### src/verilog/unwrap_settings.svh
`ifndef UNWRAP_SETTINGS_SVH
`define UNWRAP_SETTINGS_SVH

// sizes shared by the unwrap controller

// entries in the cipher word FIFO, power of two
`define FIFO_DEPTH 4

// longest passphrase in bytes, entry closes here
`define PASS_MAX 8

// exponent bits scanned per word
`define EXP_BITS 32

`endif

### src/verilog/unwrap_pkg.sv
`default_nettype none

`include "unwrap_settings.svh"

package unwrap_pkg;

	// one bus word on every stream
	typedef logic [31:0] word_t;

	// passphrase check value, matches header upper half
	typedef logic [15:0] tag_t;

	// FIFO occupancy, one bit over the address width
	typedef logic [$clog2(`FIFO_DEPTH):0] fill_t;

	// next check value from the running one and a typed byte
	function automatic tag_t pass_fold(
		input tag_t acc,
		input logic [7:0] kb_byte
	);
		tag_t rot;
		rot = {acc[12:0], acc[15:13]}; // rotate left by 3
		return rot ^ {8'h00, kb_byte}; // byte zero extended
	endfunction

endpackage

`default_nettype wire

### src/verilog/key_intake.sv
`timescale 1ns/1ps
`default_nettype none

`include "unwrap_settings.svh"

module key_intake (
	input  wire logic clk,
	input  wire logic rst,
	input  wire logic stall_i,
	input  wire unwrap_pkg::word_t rsa_data_i,
	input  wire logic rsa_valid_i,
	output logic rsa_ready_o,
	input  wire logic [7:0] ps2_data_i,
	input  wire logic ps2_valid_i,
	input  wire logic ps2_done_i,
	input  wire logic ps2_reset_i,
	input  wire unwrap_pkg::word_t aes_data_i,
	input  wire logic aes_valid_i,
	output logic aes_ready_o,
	output logic led_pass_o,
	output logic led_fail_o,
	input  wire logic fifo_full_i,
	output logic push_o,
	output unwrap_pkg::word_t push_data_o,
	output unwrap_pkg::word_t exp_o,
	output unwrap_pkg::word_t mod_o
);
	import unwrap_pkg::*;

	localparam int PCW = $clog2(`PASS_MAX + 1); // passphrase count width

	typedef enum logic [1:0] {
		S_LOAD,    // key block words
		S_PASS,    // keyboard entry
		S_JUDGE,   // compare fold with tag
		S_SESSION  // session words to FIFO
	} state_t;

	state_t state;
	logic [1:0] kcnt; // key word index
	logic [PCW-1:0] pcnt; // bytes folded so far
	tag_t tag; // from header upper half
	tag_t acc; // running fold
	logic rsa_take; // key word handshake
	logic kb_take; // keyboard byte accepted
	logic pass_full; // this byte hits PASS_MAX

	assign rsa_take = rsa_valid_i && rsa_ready_o && !stall_i;
	assign kb_take = (state == S_PASS) && ps2_valid_i && !stall_i;
	assign pass_full = (pcnt + 1'b1) == PCW'(`PASS_MAX);

	// session side is plain handshake into the FIFO
	assign aes_ready_o = (state == S_SESSION) && !fifo_full_i;
	assign push_o = aes_valid_i && aes_ready_o && !stall_i;
	assign push_data_o = aes_data_i; // encrypted word goes in untouched

	// control state
	always_ff @(posedge clk) begin
		if (rst) begin
			state <= S_LOAD;
			kcnt <= '0;
			pcnt <= '0;
			acc <= '0;
			rsa_ready_o <= 1'b1; // ready from reset on
			led_pass_o <= 1'b0;
			led_fail_o <= 1'b0;
		end else if (!stall_i) begin
			case (state)
				S_LOAD: begin
					if (rsa_take) begin
						kcnt <= kcnt + 2'd1;
						if (kcnt == 2'd2) begin // modulus is the last word
							rsa_ready_o <= 1'b0; // never again
							state <= S_PASS;
						end
					end
				end
				S_PASS: begin
					if (kb_take) begin
						led_fail_o <= 1'b0; // any byte clears the old verdict
						if (ps2_reset_i) begin
							acc <= '0; // drop partial entry
							pcnt <= '0;
						end else if (ps2_done_i) begin
							state <= S_JUDGE; // enter key not folded
						end else begin
							acc <= pass_fold(acc, ps2_data_i);
							pcnt <= pcnt + 1'b1;
							if (pass_full)
								state <= S_JUDGE;
						end
					end
				end
				S_JUDGE: begin
					if (acc == tag) begin
						led_pass_o <= 1'b1; // sticky
						state <= S_SESSION;
					end else begin
						led_fail_o <= 1'b1;
						acc <= '0; // fresh entry next
						pcnt <= '0;
						state <= S_PASS;
					end
				end
				default: begin
					state <= S_SESSION; // stays here until reset
				end
			endcase
		end
	end

	// key block payload
	always_ff @(posedge clk) begin
		if (rsa_take) begin
			case (kcnt)
				2'd0: tag <= rsa_data_i[31:16]; // tag in upper half
				2'd1: exp_o <= rsa_data_i;
				default: mod_o <= rsa_data_i;
			endcase
		end
	end

	// key stream stays closed once the block is in
	a_key_closed: assert property (@(posedge clk) disable iff (rst)
		(state != S_LOAD) |-> !rsa_ready_o);

	// verdict LEDs are exclusive
	a_led_excl: assert property (@(posedge clk) disable iff (rst)
		!(led_pass_o && led_fail_o));

endmodule

`default_nettype wire

### config.mk
export PLATFORM = sky130hd
export DESIGN_NAME = key_intake
export DESIGN_NICKNAME = d
export VERILOG_FILES = /design/src/verilog/unwrap_pkg.sv /design/src/verilog/key_intake.sv
export VERILOG_INCLUDE_DIRS = /design/src /design/src/verilog
export SDC_FILE = /design/constraint.sdc
export NUM_CORES = 1
export LEC_CHECK = 0
export ABC_AREA = 1
export BUFFER_PORTS_ARGS = -buffer_cell sky130_fd_sc_hd__buf_2
export CAP_MARGIN = 30
export CORE_AREA = 4 4 102 104
export DETAILED_ROUTE_END_ITERATION = 6
export DIE_AREA = 0 0 106 108
export GPL_ROUTABILITY_DRIVEN = 0
export PLACE_DENSITY = 0.8
export SYNTH_ARGS = -nofsm -noshare
export SYNTH_HDL_FRONTEND = slang
export SYNTH_SLANG_ARGS = --single-unit
### constraint.sdc
create_clock -name clk -period 4.1 [get_ports clk]
set_input_delay 0.41 -clock clk [delete_from_list [all_inputs] [get_ports clk]]
set_output_delay 0.41 -clock clk [all_outputs]
set_load 0.02 [all_outputs]
==> impl_metrics.sql <==
INSERT INTO impl_metrics (metric_group, metric, value, unit) VALUES
('cells_and_area', 'final-seq-area', '0.00294', 'mm2'),
('yosys', 'synth_area_leader_cell', 'sky130_fd_sc_hd__edfxtp_1', ''),
('cells_and_area', 'drive_gt1_share', '29.4', '%'),
('yosys', 'netlist_top_cells_area', 'sky130_fd_sc_hd__edfxtp_1, sky130_fd_sc_hd__dfxtp_1, sky130_fd_sc_hd__nand2_1, sky130_fd_sc_hd__buf_4, sky130_fd_sc_hd__nor2_1', ''),
('clocking', 'cts.repair_timing.setup_buffer_count', '0', ''),
('yosys', 'yosys.cell_types.count', '22', ''),
('clocking', 'cts_buffers', '9', ''),
('yosys', 'ys_seq_area_share', '66.4', '%'),
('global_route', 'first_pass_grt_wire_length', '15.2', 'mm'),
('place', 'dp_hpwl', '6.60', 'mm'),
('floorplanning', 'start_util', '46.4', '%'),
('yosys', 'synth.avg_cell_area', '10.8', 'um2'),
('sta', 'timing.clock.skew', '0.0177', 'ns'),
('critical_path', 'cp.required', '4.40', 'ns'),
('floorplanning', 'design.core.area', '0.00955', 'mm2'),
('floorplanning', 'number_of_rows_created_at_floorplan', '36', ''),
('yosys', 'postSynthCellCount', '412', ''),
('sta', 'rsz0062_at_grt', 'no', ''),
('place', 'place.detailed.instances', '623', ''),
('critical_path', 'setup.worst_path.end_class', 'flop', ''),
('drt', 'avgViaCountPerCell', '4.72', ''),
('yosys', 'synth.area.mux_share', '0', '%'),
('yosys', 'ys_dominant_reg_cell', 'sky130_fd_sc_hd__edfxtp_1', ''),
('sta', 'final_max_slew_viol_count', '0', ''),
('cells_and_area', 'final_net_count', '587', ''),
('yosys', 'synth_most_common_cell', 'sky130_fd_sc_hd__nand2_1', ''),
('yosys', 'synth.net_count', '497', ''),
('sta', 'period_minus_slack', '2.20', 'ns'),
('drt', 'drt_first_iter_violations', '165', ''),
('sta', 'setup_total_negative_slack', '0', 'ns'),
('clocking', 'tritoncts', 'built', ''),
('cells_and_area', 'p_r_area_growth_vs_syn', '15.5', '%'),
('yosys', 'yosysTopAreaCellShare', '54.2', '%'),
('global_route', 'grt_max_degree', '38', ''),
('critical_path', 'cp-start-kind', 'flop', ''),
('global_route', 'grt_use_total', '17.2', '%'),
('place', 'placedInstanceArea', '0.00491', 'mm2'),
('yosys', 'synth_edf_count', '80', ''),
('sta', 'timing_hold_violations_final', '0', ''),
('yosys', 'simple_gate_area_share_of_the_yosys_netlist', '16.1', '%'),
('yosys', 'area_fraction_in_compound_gates_after_synthesis', '3.84', '%'),
('drt', 'drt-total-wl', '9.22', 'mm'),
('yosys', 'synth-seq-cells', '107', ''),
('sta', 'final_clock_period_utilization_by_the_worst_path', '53.7', '%'),
('clocking', 'postCtsResizedCells', '0', ''),
('power_and_ir_drop', 'report.power.total', '2.14', 'mW'),
('yosys', 'combinational_family_with_the_most_area_after_synthesis', 'simple AND/OR/NAND/NOR gates', ''),
('drt', 'final_antenna_violating_net_count', '0', ''),
('cells_and_area', 'post-route-cell-area', '0.00512', 'mm2'),
('clocking', 'clockRootBuffer', 'sky130_fd_sc_hd__clkbuf_8', ''),
('power_and_ir_drop', 'pwr_density_cell', '418', 'mW/mm2'),
('critical_path', 'worstSetupPathType', 'reg2reg', ''),
('drt', 'drt_pass1_iterations', '4', ''),
('global_route', 'antenna_violations_before_repair', '0', ''),
('critical_path', 'worst-r2r-cell-count', '8', ''),
('sta', 'timing.max_slew.rel_slack', '42.8', '%'),
('floorplanning', 'die_height', '108', 'um'),
('critical_path', 'critPathMaxFanout', '35', ''),
('sta', 'final.hold.worst_slack', '0.222', 'ns'),
('min_path', 'worst_hold_path.num_cells', '1', ''),
('outcome', 'outcome', 'finished, final reports clean', ''),
('yosys', 'synthesis.area', '0.00443', 'mm2'),
('sta', 'fmaxAchievable', '0.454', 'GHz'),
('cells_and_area', 'area_of_combinational_cells_with_multiple_inputs', '0.00103', 'mm2'),
('yosys', 'yosys-top-cells-count', 'sky130_fd_sc_hd__nand2_1, sky130_fd_sc_hd__edfxtp_1, sky130_fd_sc_hd__nor2_1, sky130_fd_sc_hd__inv_1, sky130_fd_sc_hd__buf_4', ''),
('drt', 'remaining_drc_errors', '0', ''),
('floorplanning', 'pin_count', '182', ''),
('yosys', 'post_synth_fa_ha_maj_area_fraction', '1.13', '%'),
('global_route', 'globalRouteOverflowTotal', '0', ''),
('place', 'portBuffers', '117', ''),
('clocking', 'ctsLongestPathBuffers', '2', '');
## worst max-delay path, stage by stage, from the launching register on
cell,delay (ns)
sky130_fd_sc_hd__dfxtp_1,0.44
sky130_fd_sc_hd__nand2_1,0.15
sky130_fd_sc_hd__a21oi_2,0.15
sky130_fd_sc_hd__nand2_1,0.11
sky130_fd_sc_hd__a21oi_4,0.69
sky130_fd_sc_hd__nand2_1,0.30
sky130_fd_sc_hd__nand2_1,0.12
sky130_fd_sc_hd__nand2_1,0.06
sky130_fd_sc_hd__nor2_1,0.12
## final cells by class
| cell class | instances | area share [%] |
|---|---|---|
| sequential | 107 | 57.5 |
| inverter | 44 | 3.23 |
| clock buffer | 9 | 2.42 |
| timing repair buffer | 120 | 12.3 |
| tap | 133 | 3.25 |
| clock inverter | 6 | 1.08 |
| multi-input combinational | 220 | 20.2 |
## cells by family after synthesis
logic type               count (synthesis)
AO/OA/AOI/OAI                           31
XOR/XNOR                                10
adder cells (fa/ha/maj)                  4
buffers and inverters                   85
flip-flops                             107
AND/OR/NAND/NOR                        175
## per-stage QoR
step / utilization (%) / setup slack, ns
global route: 53.6 / 1.63
finish: 53.6 / 1.90
floorplan: - / 0.788
CTS: 53.3 / 1.94
global placement: 51.4 / 2.06
detailed placement: 51.4 / 1.94
## worst paths after layout
check,start,to,slack [ns]
worst max register to register,state[0],acc[11],1.90
worst min-delay path,rsa_data_i[15],exp_o[15],0.22
worst max-delay path,state[0],acc[11],1.90
worst min register to register,rsa_ready_o,rsa_ready_o,0.49
## report_power, final
| part | switching (mW) | internal (mW) |
|---|---|---|
| Clock | 0.366 | 0.231 |
| Combinational | 0.176 | 0.102 |
| Sequential | 0.0391 | 1.23 |
| Total | 0.581 | 1.56 |
## per-layer routing
metal / vias up / global-route usage [%] / part of all wire (%)
met5: - / 0 / 0
met4: 0 / 14.0 / 7.0
met3: 53 / 6.21 / 8.9
met2: 92 / 27.0 / 46
met1: 1381 / 18.8 / 38
li1: 1488 / - / -
## state kept, by name (all words and copies together) (netlist names)
name	flops
tag	16
mod_o	32
state	2
acc	16
led_fail_o	1
rsa_ready_o	1
pcnt	4
led_pass_o	1
kcnt	2
exp_o	32
## cells in the final DEF (no fill, tap or decap)
cell type / Yosys / layout
sky130_fd_sc_hd__edfxtp_1: 80 / 80
sky130_fd_sc_hd__nand3_4: 1 / 1
sky130_fd_sc_hd__buf_16: 0 / 1
sky130_fd_sc_hd__a21oi_1: 22 / 22
sky130_fd_sc_hd__or2_0: 1 / 1
sky130_fd_sc_hd__buf_2: 3 / 117
sky130_fd_sc_hd__dfxtp_1: 27 / 27
sky130_fd_sc_hd__inv_8: 0 / 1
sky130_fd_sc_hd__a21oi_2: 1 / 1
sky130_fd_sc_hd__nor2_2: 4 / 4
sky130_fd_sc_hd__nor3_2: 0 / 1
sky130_fd_sc_hd__nor2_1: 56 / 55
sky130_fd_sc_hd__clkbuf_8: 0 / 9
sky130_fd_sc_hd__clkinv_4: 0 / 2
sky130_fd_sc_hd__a21oi_4: 1 / 1
sky130_fd_sc_hd__nand3_1: 22 / 22
sky130_fd_sc_hd__o21ai_0: 7 / 7
sky130_fd_sc_hd__nor3_1: 3 / 2
sky130_fd_sc_hd__nor2_4: 0 / 1
sky130_fd_sc_hd__inv_2: 5 / 5
sky130_fd_sc_hd__buf_4: 34 / 2
sky130_fd_sc_hd__nand2_1: 88 / 88
sky130_fd_sc_hd__xor2_1: 9 / 9
sky130_fd_sc_hd__ha_1: 4 / 4
sky130_fd_sc_hd__xnor2_1: 1 / 1
sky130_fd_sc_hd__inv_6: 0 / 3
sky130_fd_sc_hd__inv_1: 39 / 39
Note: power is estimated with default switching activity, not from simulation.
