===== config.mk =====
export PLATFORM = sky130hd
export DESIGN_NAME = cipher_fifo
export DESIGN_NICKNAME = d
export VERILOG_FILES = /design/src/verilog/unwrap_pkg.sv /design/src/verilog/cipher_fifo.sv
export VERILOG_INCLUDE_DIRS = /design/src /design/src/verilog
export SDC_FILE = /design/constraint.sdc
export NUM_CORES = 1
export LEC_CHECK = 0
export BUFFER_PORTS_ARGS = -buffer_cell sky130_fd_sc_hd__buf_2
export CAP_MARGIN = 15
export CORE_AREA = 5 5 98 100
export DETAILED_ROUTE_END_ITERATION = 8
export DIE_AREA = 0 0 103 105
export HOLD_SLACK_MARGIN = 0.06
export PLACE_DENSITY = 0.82
export SETUP_SLACK_MARGIN = 0.1
export SYNTH_ARGS = -nofsm -noshare
export SYNTH_HDL_FRONTEND = slang
export SYNTH_SLANG_ARGS = --single-unit

===== constraint.sdc =====
create_clock -name clk -period 4.3 [get_ports clk]
set_input_delay 0.43 -clock clk [delete_from_list [all_inputs] [get_ports clk]]
set_output_delay 0.43 -clock clk [all_outputs]
set_load 0.01 [all_outputs]

===== src/verilog/unwrap_settings.svh =====
`ifndef UNWRAP_SETTINGS_SVH
`define UNWRAP_SETTINGS_SVH

// sizes shared by the unwrap controller

// entries in the cipher word FIFO, power of two
`define FIFO_DEPTH 4

// longest passphrase in bytes, entry closes here
`define PASS_MAX 8

// exponent bits scanned per word
`define EXP_BITS 32

`endif


===== src/verilog/unwrap_pkg.sv =====
`default_nettype none

`include "unwrap_settings.svh"

package unwrap_pkg;

	// one bus word on every stream
	typedef logic [31:0] word_t;

	// passphrase check value, matches header upper half
	typedef logic [15:0] tag_t;

	// FIFO occupancy, one bit over the address width
	typedef logic [$clog2(`FIFO_DEPTH):0] fill_t;

	// next check value from the running one and a typed byte
	function automatic tag_t pass_fold(
		input tag_t acc,
		input logic [7:0] kb_byte
	);
		tag_t rot;
		rot = {acc[12:0], acc[15:13]}; // rotate left by 3
		return rot ^ {8'h00, kb_byte}; // byte zero extended
	endfunction

endpackage

`default_nettype wire


===== src/verilog/cipher_fifo.sv =====
`timescale 1ns/1ps
`default_nettype none

`include "unwrap_settings.svh"

module cipher_fifo (
	input  wire logic clk,
	input  wire logic rst,
	input  wire logic push_i,
	input  wire unwrap_pkg::word_t push_data_i,
	input  wire logic pop_i,
	output unwrap_pkg::word_t pop_data_o,
	output logic full_o,
	output logic empty_o
);
	import unwrap_pkg::*;

	localparam int AW = $clog2(`FIFO_DEPTH); // address width

	word_t mem [`FIFO_DEPTH]; // encrypted words waiting
	logic [AW-1:0] wr_ptr; // next free slot
	logic [AW-1:0] rd_ptr; // head slot
	fill_t fill; // entries held

	// storage, written on push only
	always_ff @(posedge clk) begin
		if (push_i)
			mem[wr_ptr] <= push_data_i;
	end

	// pointers wrap on their own since depth is a power of two
	always_ff @(posedge clk) begin
		if (rst) begin
			wr_ptr <= '0;
			rd_ptr <= '0;
			fill <= '0;
		end else begin
			if (push_i)
				wr_ptr <= wr_ptr + 1'b1;
			if (pop_i)
				rd_ptr <= rd_ptr + 1'b1;
			case ({push_i, pop_i})
				2'b10: fill <= fill + 1'b1;
				2'b01: fill <= fill - 1'b1;
				default: fill <= fill; // both or neither
			endcase
		end
	end

	assign pop_data_o = mem[rd_ptr]; // head visible before pop
	assign full_o = (fill == fill_t'(`FIFO_DEPTH));
	assign empty_o = (fill == '0);

	a_no_overflow: assert property (@(posedge clk) disable iff (rst) !(push_i && full_o));
	a_no_underflow: assert property (@(posedge clk) disable iff (rst) !(pop_i && empty_o));

endmodule

`default_nettype wire


==> key figures, run 1 <==
Outcome
  – Outcome: completed

Power
  – Total power: 0.00324 W
  – Max IR drop VDD: 0.000420 V
  – Sw Share: 0.225
  – Psw: 0.000730 W
  – Clk network pwr share: 0.436
  – Internal power contribution: 0.00251 W
  – Leakage power: 2.12 nW
  – Combinational share of power: 0.080
  – Pwr Density: 532 nW/um^2
  – Sequential fraction of design power: 0.485

Worst hold path
  – Hold WC Path Type: input port to flip-flop

Synth
  – Synth Area in Adders: 0.0162
  – Largest family of logic cells by synthesized area: multiplexers
  – YS warnings: 0
  – XOR/XNOR Fraction of Synth Area: 0.00860
  – Synth Net Count: 256
  – Top-area cell type share of the netlist area: 0.755
  – Simple-Gate Fraction of Synth Area: 0.0150
  – Mapped cell area: 5090 um^2
  – Flops & latches, synth: 137
  – Post-synthesis mux area share: 0.145
  – Biggest area consumer among synthesized cells: edfxtp_1
  – Synth unique cells: 22
  – Top cells by area, synth: edfxtp_1 (75%), mux4_2 (13%), dfxtp_1 (3.5%), ha_1 (1.2%), buf_12 (1.2%)
  – Synth Instances: 214
  – Synth Area in Compound Gates: 0.00295
  – Register area share after synthesis: 0.790
  – Mapped Avg Cell Area: 23.8 um^2

Floorplan
  – Die width: 103 um
  – Core area: 8590 um^2
  – Die Ht: 105 um
  – I/O pins: 70
  – Site row count: 34
  – Die area: 10800 um^2
  – Initial Utilization: 0.593

Timing
  – Worst-margin pin slew: 0.888 ns
  – Final hold vios: 0
  – Clock Skew: 0.00951 ns
  – Final Cycle Share: 0.663
  – Relative slew slack: 0.408
  – Fmax achieved: 351 MHz
  – Final Max Tran Viols: 0
  – Setup TNS: 0 ns
  – Post-layout minimum cycle time: 2.85 ns
  – Final setup vio count: 0
  – RSZ-0062 raised after global routing: no

Clock network
  – # hold bufs at CTS: 0
  – Clk slew on worst S/H paths: 0.06 ns
  – CTS Buffer Depth: 2
  – Post-CTS sizing: 0
  – Post-CTS Setup Inserts: 0
  – Worst-Skew Late Latency: 0.52 ns
  – Sink Count: 137
  – TritonCTS clock tree: yes
  – CTS Root Cell: clkbuf_8
  – CTS Buf Count: 17
  – Max H-tree Level: 4

Drt
  – TritonRoute pass-1 iters: 4
  – Vias: 2303
  – DRT antenna net count: 0
  – Via/cell ratio: 5.54
  – DR WL/cell: 20.5 um
  – DRC Markers: 0
  – Final wirelength: 8.54 mm
  – Starting DRT DRC Count: 91

GRT
  – Vias in the first global route: 2597
  – Initial antenna violation count: 0
  – Largest net degree at the start of global routing: 33
  – Global-route wire length before repair: 13.7 mm
  – Global Route Usage Sum: 0.177
  – Grt ovf: 0

Placed design
  – GP Congestion: 0.721
  – Final HPWL DP: 5.04 mm
  – Port bufs: 69

Flow run
  – MaxCap Viol Count: 0

Setup path
  – Critical path class: flip-flop to primary output
  – Setup crit end kind: primary output
  – Cell Chain, Critical Path: buf_4 -> mux4_2 -> buf_2
  – CP max FO: 20
  – CP arrival: 2.42 ns
  – Slowest stage delay, CP: 0.79 ns
  – Crit-path slowest cell: dfxtp_2
  – Crit path launch type: flip-flop
  – WP data required: 3.87 ns

Finish
  – Ant diodes: 0
  – Layout cells sized above 1: 0.445
  – Layout area overhead: 19.7%
  – Final core occ: 0.709
  – Final nets: 337
layout make-up:
type | instances | area, um^2
timing repair buffer | 70 | 353
sequential | 137 | 4030
multi-input combinational | 63 | 961
tap | 108 | 135
inverter | 6 | 22.5
clock buffer | 20 | 468
clock inverter | 12 | 129
fill | 530 | 2500
registers in the layout (all words and copies together) (netlist names), named ones only:
| name | cells |
|---|---|
| rd_ptr | 2 |
| wr_ptr | 2 |
| fill | 3 |
| mem | 128 |
power groups by stage:
stage / combinational [W] / sequential [W] / clock (W)
floorplan: 0.000188 / 0.00157 / 0
global placement: 0.000254 / 0.00159 / 0
detailed placement: 0.000262 / 0.00160 / 0
CTS: 0.000263 / 0.00157 / 0.00144
global route: 0.000285 / 0.00158 / 0.00151
finish: 0.000258 / 0.00157 / 0.00141
layer usage:
layer / routed length (um) / global-route usage / vias to the layer above / part of all wire
met5: 0 / 0 / - / 0
met4: 85 / 0.0638 / 0 / 0.0099
met3: 503 / 0.0726 / 8 / 0.059
met2: 4450 / 0.275 / 65 / 0.52
met1: 3500 / 0.225 / 1183 / 0.41
li1: - / - / 1047 / -
cells by family (layout without fill, tap and decap cells):
logic type,Yosys count,after routing
AO/OA/AOI/OAI,3,3
XOR/XNOR,5,5
adder cells (fa/ha/maj),6,6
buffers and inverters,14,108
flip-flops,137,137
multiplexers,33,33
AND/OR/NAND/NOR,16,16
placed cells by master, fill, tap and decap left out, types with 2 or more instances in the layout:
| cell type | instances |
|---|---|
| a21oi_1 | 2 |
| and2_2 | 4 |
| buf_2 | 69 |
| clkbuf_16 | 18 |
| clkinv_4 | 4 |
| clkinvlp_4 | 2 |
| dfxtp_1 | 7 |
| dfxtp_2 | 2 |
| edfxtp_1 | 128 |
| ha_1 | 5 |
| inv_1 | 6 |
| inv_6 | 3 |
| inv_8 | 2 |
| mux4_1 | 2 |
| mux4_2 | 30 |
| nor2_1 | 8 |
| xnor2_1 | 2 |
| xor2_1 | 3 |
through the flow:
step | worst slack, ns | instance area, um^2 | hold slack [ns] | instances
finish | 1.45 | 6090 | 0.124 | 416
global route | 1.25 | 6090 | 0.104 | 416
CTS | 1.35 | 6090 | 0.0968 | 416
detailed placement | 1.93 | 5500 | 0.499 | 384
global placement | 1.97 | 5500 | 0.488 | 384
floorplan | 2.58 | 5090 | 0.467 | 214
synth_stat cells:
master / number
edfxtp_1: 128
mux4_2: 30
dfxtp_1: 9
nor2_1: 8
inv_1: 6
ha_1: 5
and2_1: 4
buf_12: 3
buf_2: 3
xor2_1: 3
a21oi_1: 2
mux4_1: 2
xnor2_1: 2
and3_1: 1
buf_6: 1
clkbuf_1: 1
fa_1: 1
mux2i_1: 1
nand2_1: 1
nor3_1: 1
o21ai_0: 1
or3_1: 1
path summary, 6_finish.rpt:
path / slack [ns] / to / startpoint / depth (start not counted)
max: 1.45 / pop_data_o[17] / flip-flop / 3
min: 0.12 / mem[1][4] / push_data_i[4] / 1
max reg2reg: 2.60 / mem[0][17] / wr_ptr[0] / 3
min reg2reg: 0.50 / fill[2] / fill[2] / 2
critical path, delay by kind of cell, from the launching register on:
family / cells / cell delay, ns
buffers and inverters: 2 / 0.56
DFF: 1 / 0.79
muxes: 1 / 0.55
Note: power is estimated with default switching activity, not from simulation.
==> inputs of run 2 (changes only) <==
Settings changed: CORE_AREA 5 5 98 100 to 5 5 102 104, DIE_AREA 0 0 103 105 to 0 0 107 109, PLACE_DENSITY 0.82 to 0.76.
Clock period 4.3 ns to 2.95 ns, I/O delays scaled along.
==> run 2 against run 1 <==
Sequential power grew 45%; cell area increased by 5.4%; power increased by 45%; sequential share of layout area is 3.4 points lower; largest cell class unchanged; highest routed layer unchanged.
==> key figures, run 2 (same netlist as run 1, synthesis figures left out) <==
Timing
  – Setup ws final: 0.553 ns (-0.897 ns)
  – Final Cycle Share: 0.813
  – Clock Skew: 0.0111 ns (+0.00159 ns)
  – Setup TNS: 0 ns (unchanged)
  – Final hold vios: 0 (unchanged)
  – Final setup vio count: 0 (unchanged)
  – Fmax achieved: 417 MHz
  – Final Max Tran Viols: 0 (unchanged)
  – Worst-margin pin slew: 0.877 ns (-0.0112 ns)
  – Relative slew slack: 0.416 (+0.00748)
  – Post-layout minimum cycle time: 2.40 ns
  – RSZ-0062 raised after global routing: no

Power
  – Clk network pwr share: 0.427 (-0.009)
  – Max IR drop VDD: 0.000353 V (-16%)
  – Sw Share: 0.211 (-0.0147)
  – Sequential fraction of design power: 0.484 (about the same)
  – Internal power contribution: 0.00372 W (+48%)
  – Combinational share of power: 0.089 (+0.009)
  – Leakage power: 2.25 nW (+5.9%)
  – Pwr Density: 733 nW/um^2 (+38%)
  – Psw: 0.000992 W (+36%)

Clock network
  – CTS Root Cell: clkbuf_8
  – Clk slew on worst S/H paths: 0.06 ns (about the same)
  – Max H-tree Level: 4 (unchanged)
  – CTS Buffer Depth: 2 (unchanged)
  – Sink Count: 137 (unchanged)
  – CTS Buf Count: 17 (unchanged)
  – Post-CTS sizing: 0 (unchanged)
  – Post-CTS Setup Inserts: 0 (unchanged)
  – TritonCTS clock tree: yes
  – Worst-Skew Late Latency: 0.52 ns (about the same)
  – # hold bufs at CTS: 33 (+33)

GRT
  – Global-route wire length before repair: 13.8 mm (+0.66%)
  – Initial antenna violation count: 0 (unchanged)
  – Vias in the first global route: 2614 (+0.65%)
  – Largest net degree at the start of global routing: 33 (unchanged)
  – Global Route Usage Sum: 0.165 (-0.0119)
  – Grt ovf: 0 (unchanged)

Setup path
  – R2R setup slack: 1.20 ns (-1.40 ns)
  – R2R cell count: 3 (unchanged)
  – Reg2reg start: wr_ptr[0]
  – WP data required: 2.65 ns (-1.22 ns)
  – Crit path to: pop_data_o[24]
  – Critical path class: flip-flop to primary output
  – Worst reg2reg endpoint: mem[2][23]
  – Setup crit end kind: primary output
  – CP arrival: 2.10 ns (-0.32 ns)
  – CP max FO: 23 (+15%)
  – Crit path launch type: flip-flop

Finish
  – Largest register FFs: 128 (unchanged)
  – Fillcell total: 607 (+15%)
  – Most frequent cells in the layout: edfxtp_1 (128), buf_2 (69), dlygate4sd3_1 (33), mux4_2 (30), clkbuf_16 (16)
  – Layout area overhead: 26.1%
  – Top Registers: mem (128), fill (3)
  – Multi-input combinational cell area: 961 um^2 (unchanged)
  – Final nets: 370 (+9.8%)
  – Register Area: 4030 um^2 (unchanged)
  – Layout cells sized above 1: 0.390 (-0.0548)
  – Ant diodes: 0 (unchanged)
  – Most common cell after layout, fill and taps aside: edfxtp_1
  – Register with the most flip-flops: mem
  – Final core occ: 0.679 (-0.0304)

Floorplan
  – Site row count: 36 (+5.9%)
  – I/O pins: 70 (unchanged)
  – Core area: 9460 um^2 (+10%)
  – Die Ht: 109 um (+3.8%)
  – Die width: 107 um (+3.9%)
  – Die area: 11700 um^2 (+7.8%)
  – Initial Utilization: 0.538 (-0.0542)

Drt
  – DRT antenna net count: 0 (unchanged)
  – Vias: 2428 (+5.4%)
  – Final wirelength: 8.58 mm (+0.40%)
  – Starting DRT DRC Count: 154 (+69%)
  – TritonRoute pass-1 iters: 4 (unchanged)
  – DR WL/cell: 18.9 um (-8.2%)
  – DRC Markers: 0 (unchanged)
  – Via/cell ratio: 5.34 (-3.6%)

Outcome
  – Outcome: completed

Placed design
  – GP Congestion: 0.675 (-6.4%)
  – DP Worst Slack: 1.06 ns (-0.871 ns)
  – Port bufs: 69 (unchanged)
  – Final HPWL DP: 4.93 mm (-2.0%)

Worst hold path
  – Min-delay src: pop_i
  – Hold WC Path Type: input port to flip-flop

Flow run
  – MaxCap Viol Count: 0 (unchanged)
-- run 2: cell types whose count changed in the layout (fill, tap and decap cells not counted), sizes merged --
cell,change
dlygate4sd3,+33
clkbuf,-3
clkinvlp,+1
bufinv,+2
inv,-5
clkinv,+5
-- run 2: how the worst min path moves through the flow --
stage	end	cells past startpoint
after global routing	flip-flop	3
final	rd_ptr[0]	3
after floorplan	mem[0][0]	0
after CTS	rd_ptr[0]	3
after global placement	fill[2]	2
after detailed placement	fill[2]	2
-- run 2: stage by stage --
| stage | std cells | power [W] | hold slack (ns) | area [um^2] |
|---|---|---|---|---|
| after global routing | 455 | 0.00490 | 0.146 | 6420 |
| after global placement | 390 | 0.00270 | 0.489 | 5520 |
| final | 455 | 0.00471 | 0.117 | 6420 |
| after CTS | 455 | 0.00476 | 0.0870 | 6420 |
| after detailed placement | 390 | 0.00271 | 0.498 | 5520 |
| after floorplan | 214 | 0.00256 | 0.394 | 5090 |
-- run 2: layout make-up --
class | count | area share
Sequential cell | 137 | 0.627
Clock buffer | 17 | 0.0645
Multi-Input combinational cell | 63 | 0.150
Inverter | 6 | 0.00351
Clock inverter | 15 | 0.0247
Timing Repair Buffer | 103 | 0.108
Tap cell | 114 | 0.0222
-- run 2: power groups by stage --
stage,logic [W],clock network (W),registers (W)
after floorplan,0.000274,0,0.00229
after global placement,0.000386,0,0.00232
after detailed placement,0.000392,0,0.00232
after CTS,0.000430,0.00205,0.00228
after global routing,0.000459,0.00215,0.00229
final,0.000420,0.00201,0.00228
-- run 2: worst max-delay path, stage by stage (launching register included) --
cell     delay (ns)
dfxtp_2        0.56
buf_12         0.27
mux4_1         0.58
buf_2          0.16
-- run 2: metal layers --
layer	vias up	global-route usage	routed length (um)
met4	0	0.0694	114
li1	1114	-	-
met5	-	0	0
met1	1224	0.201	3490
met2	79	0.271	4520
met3	11	0.0574	455
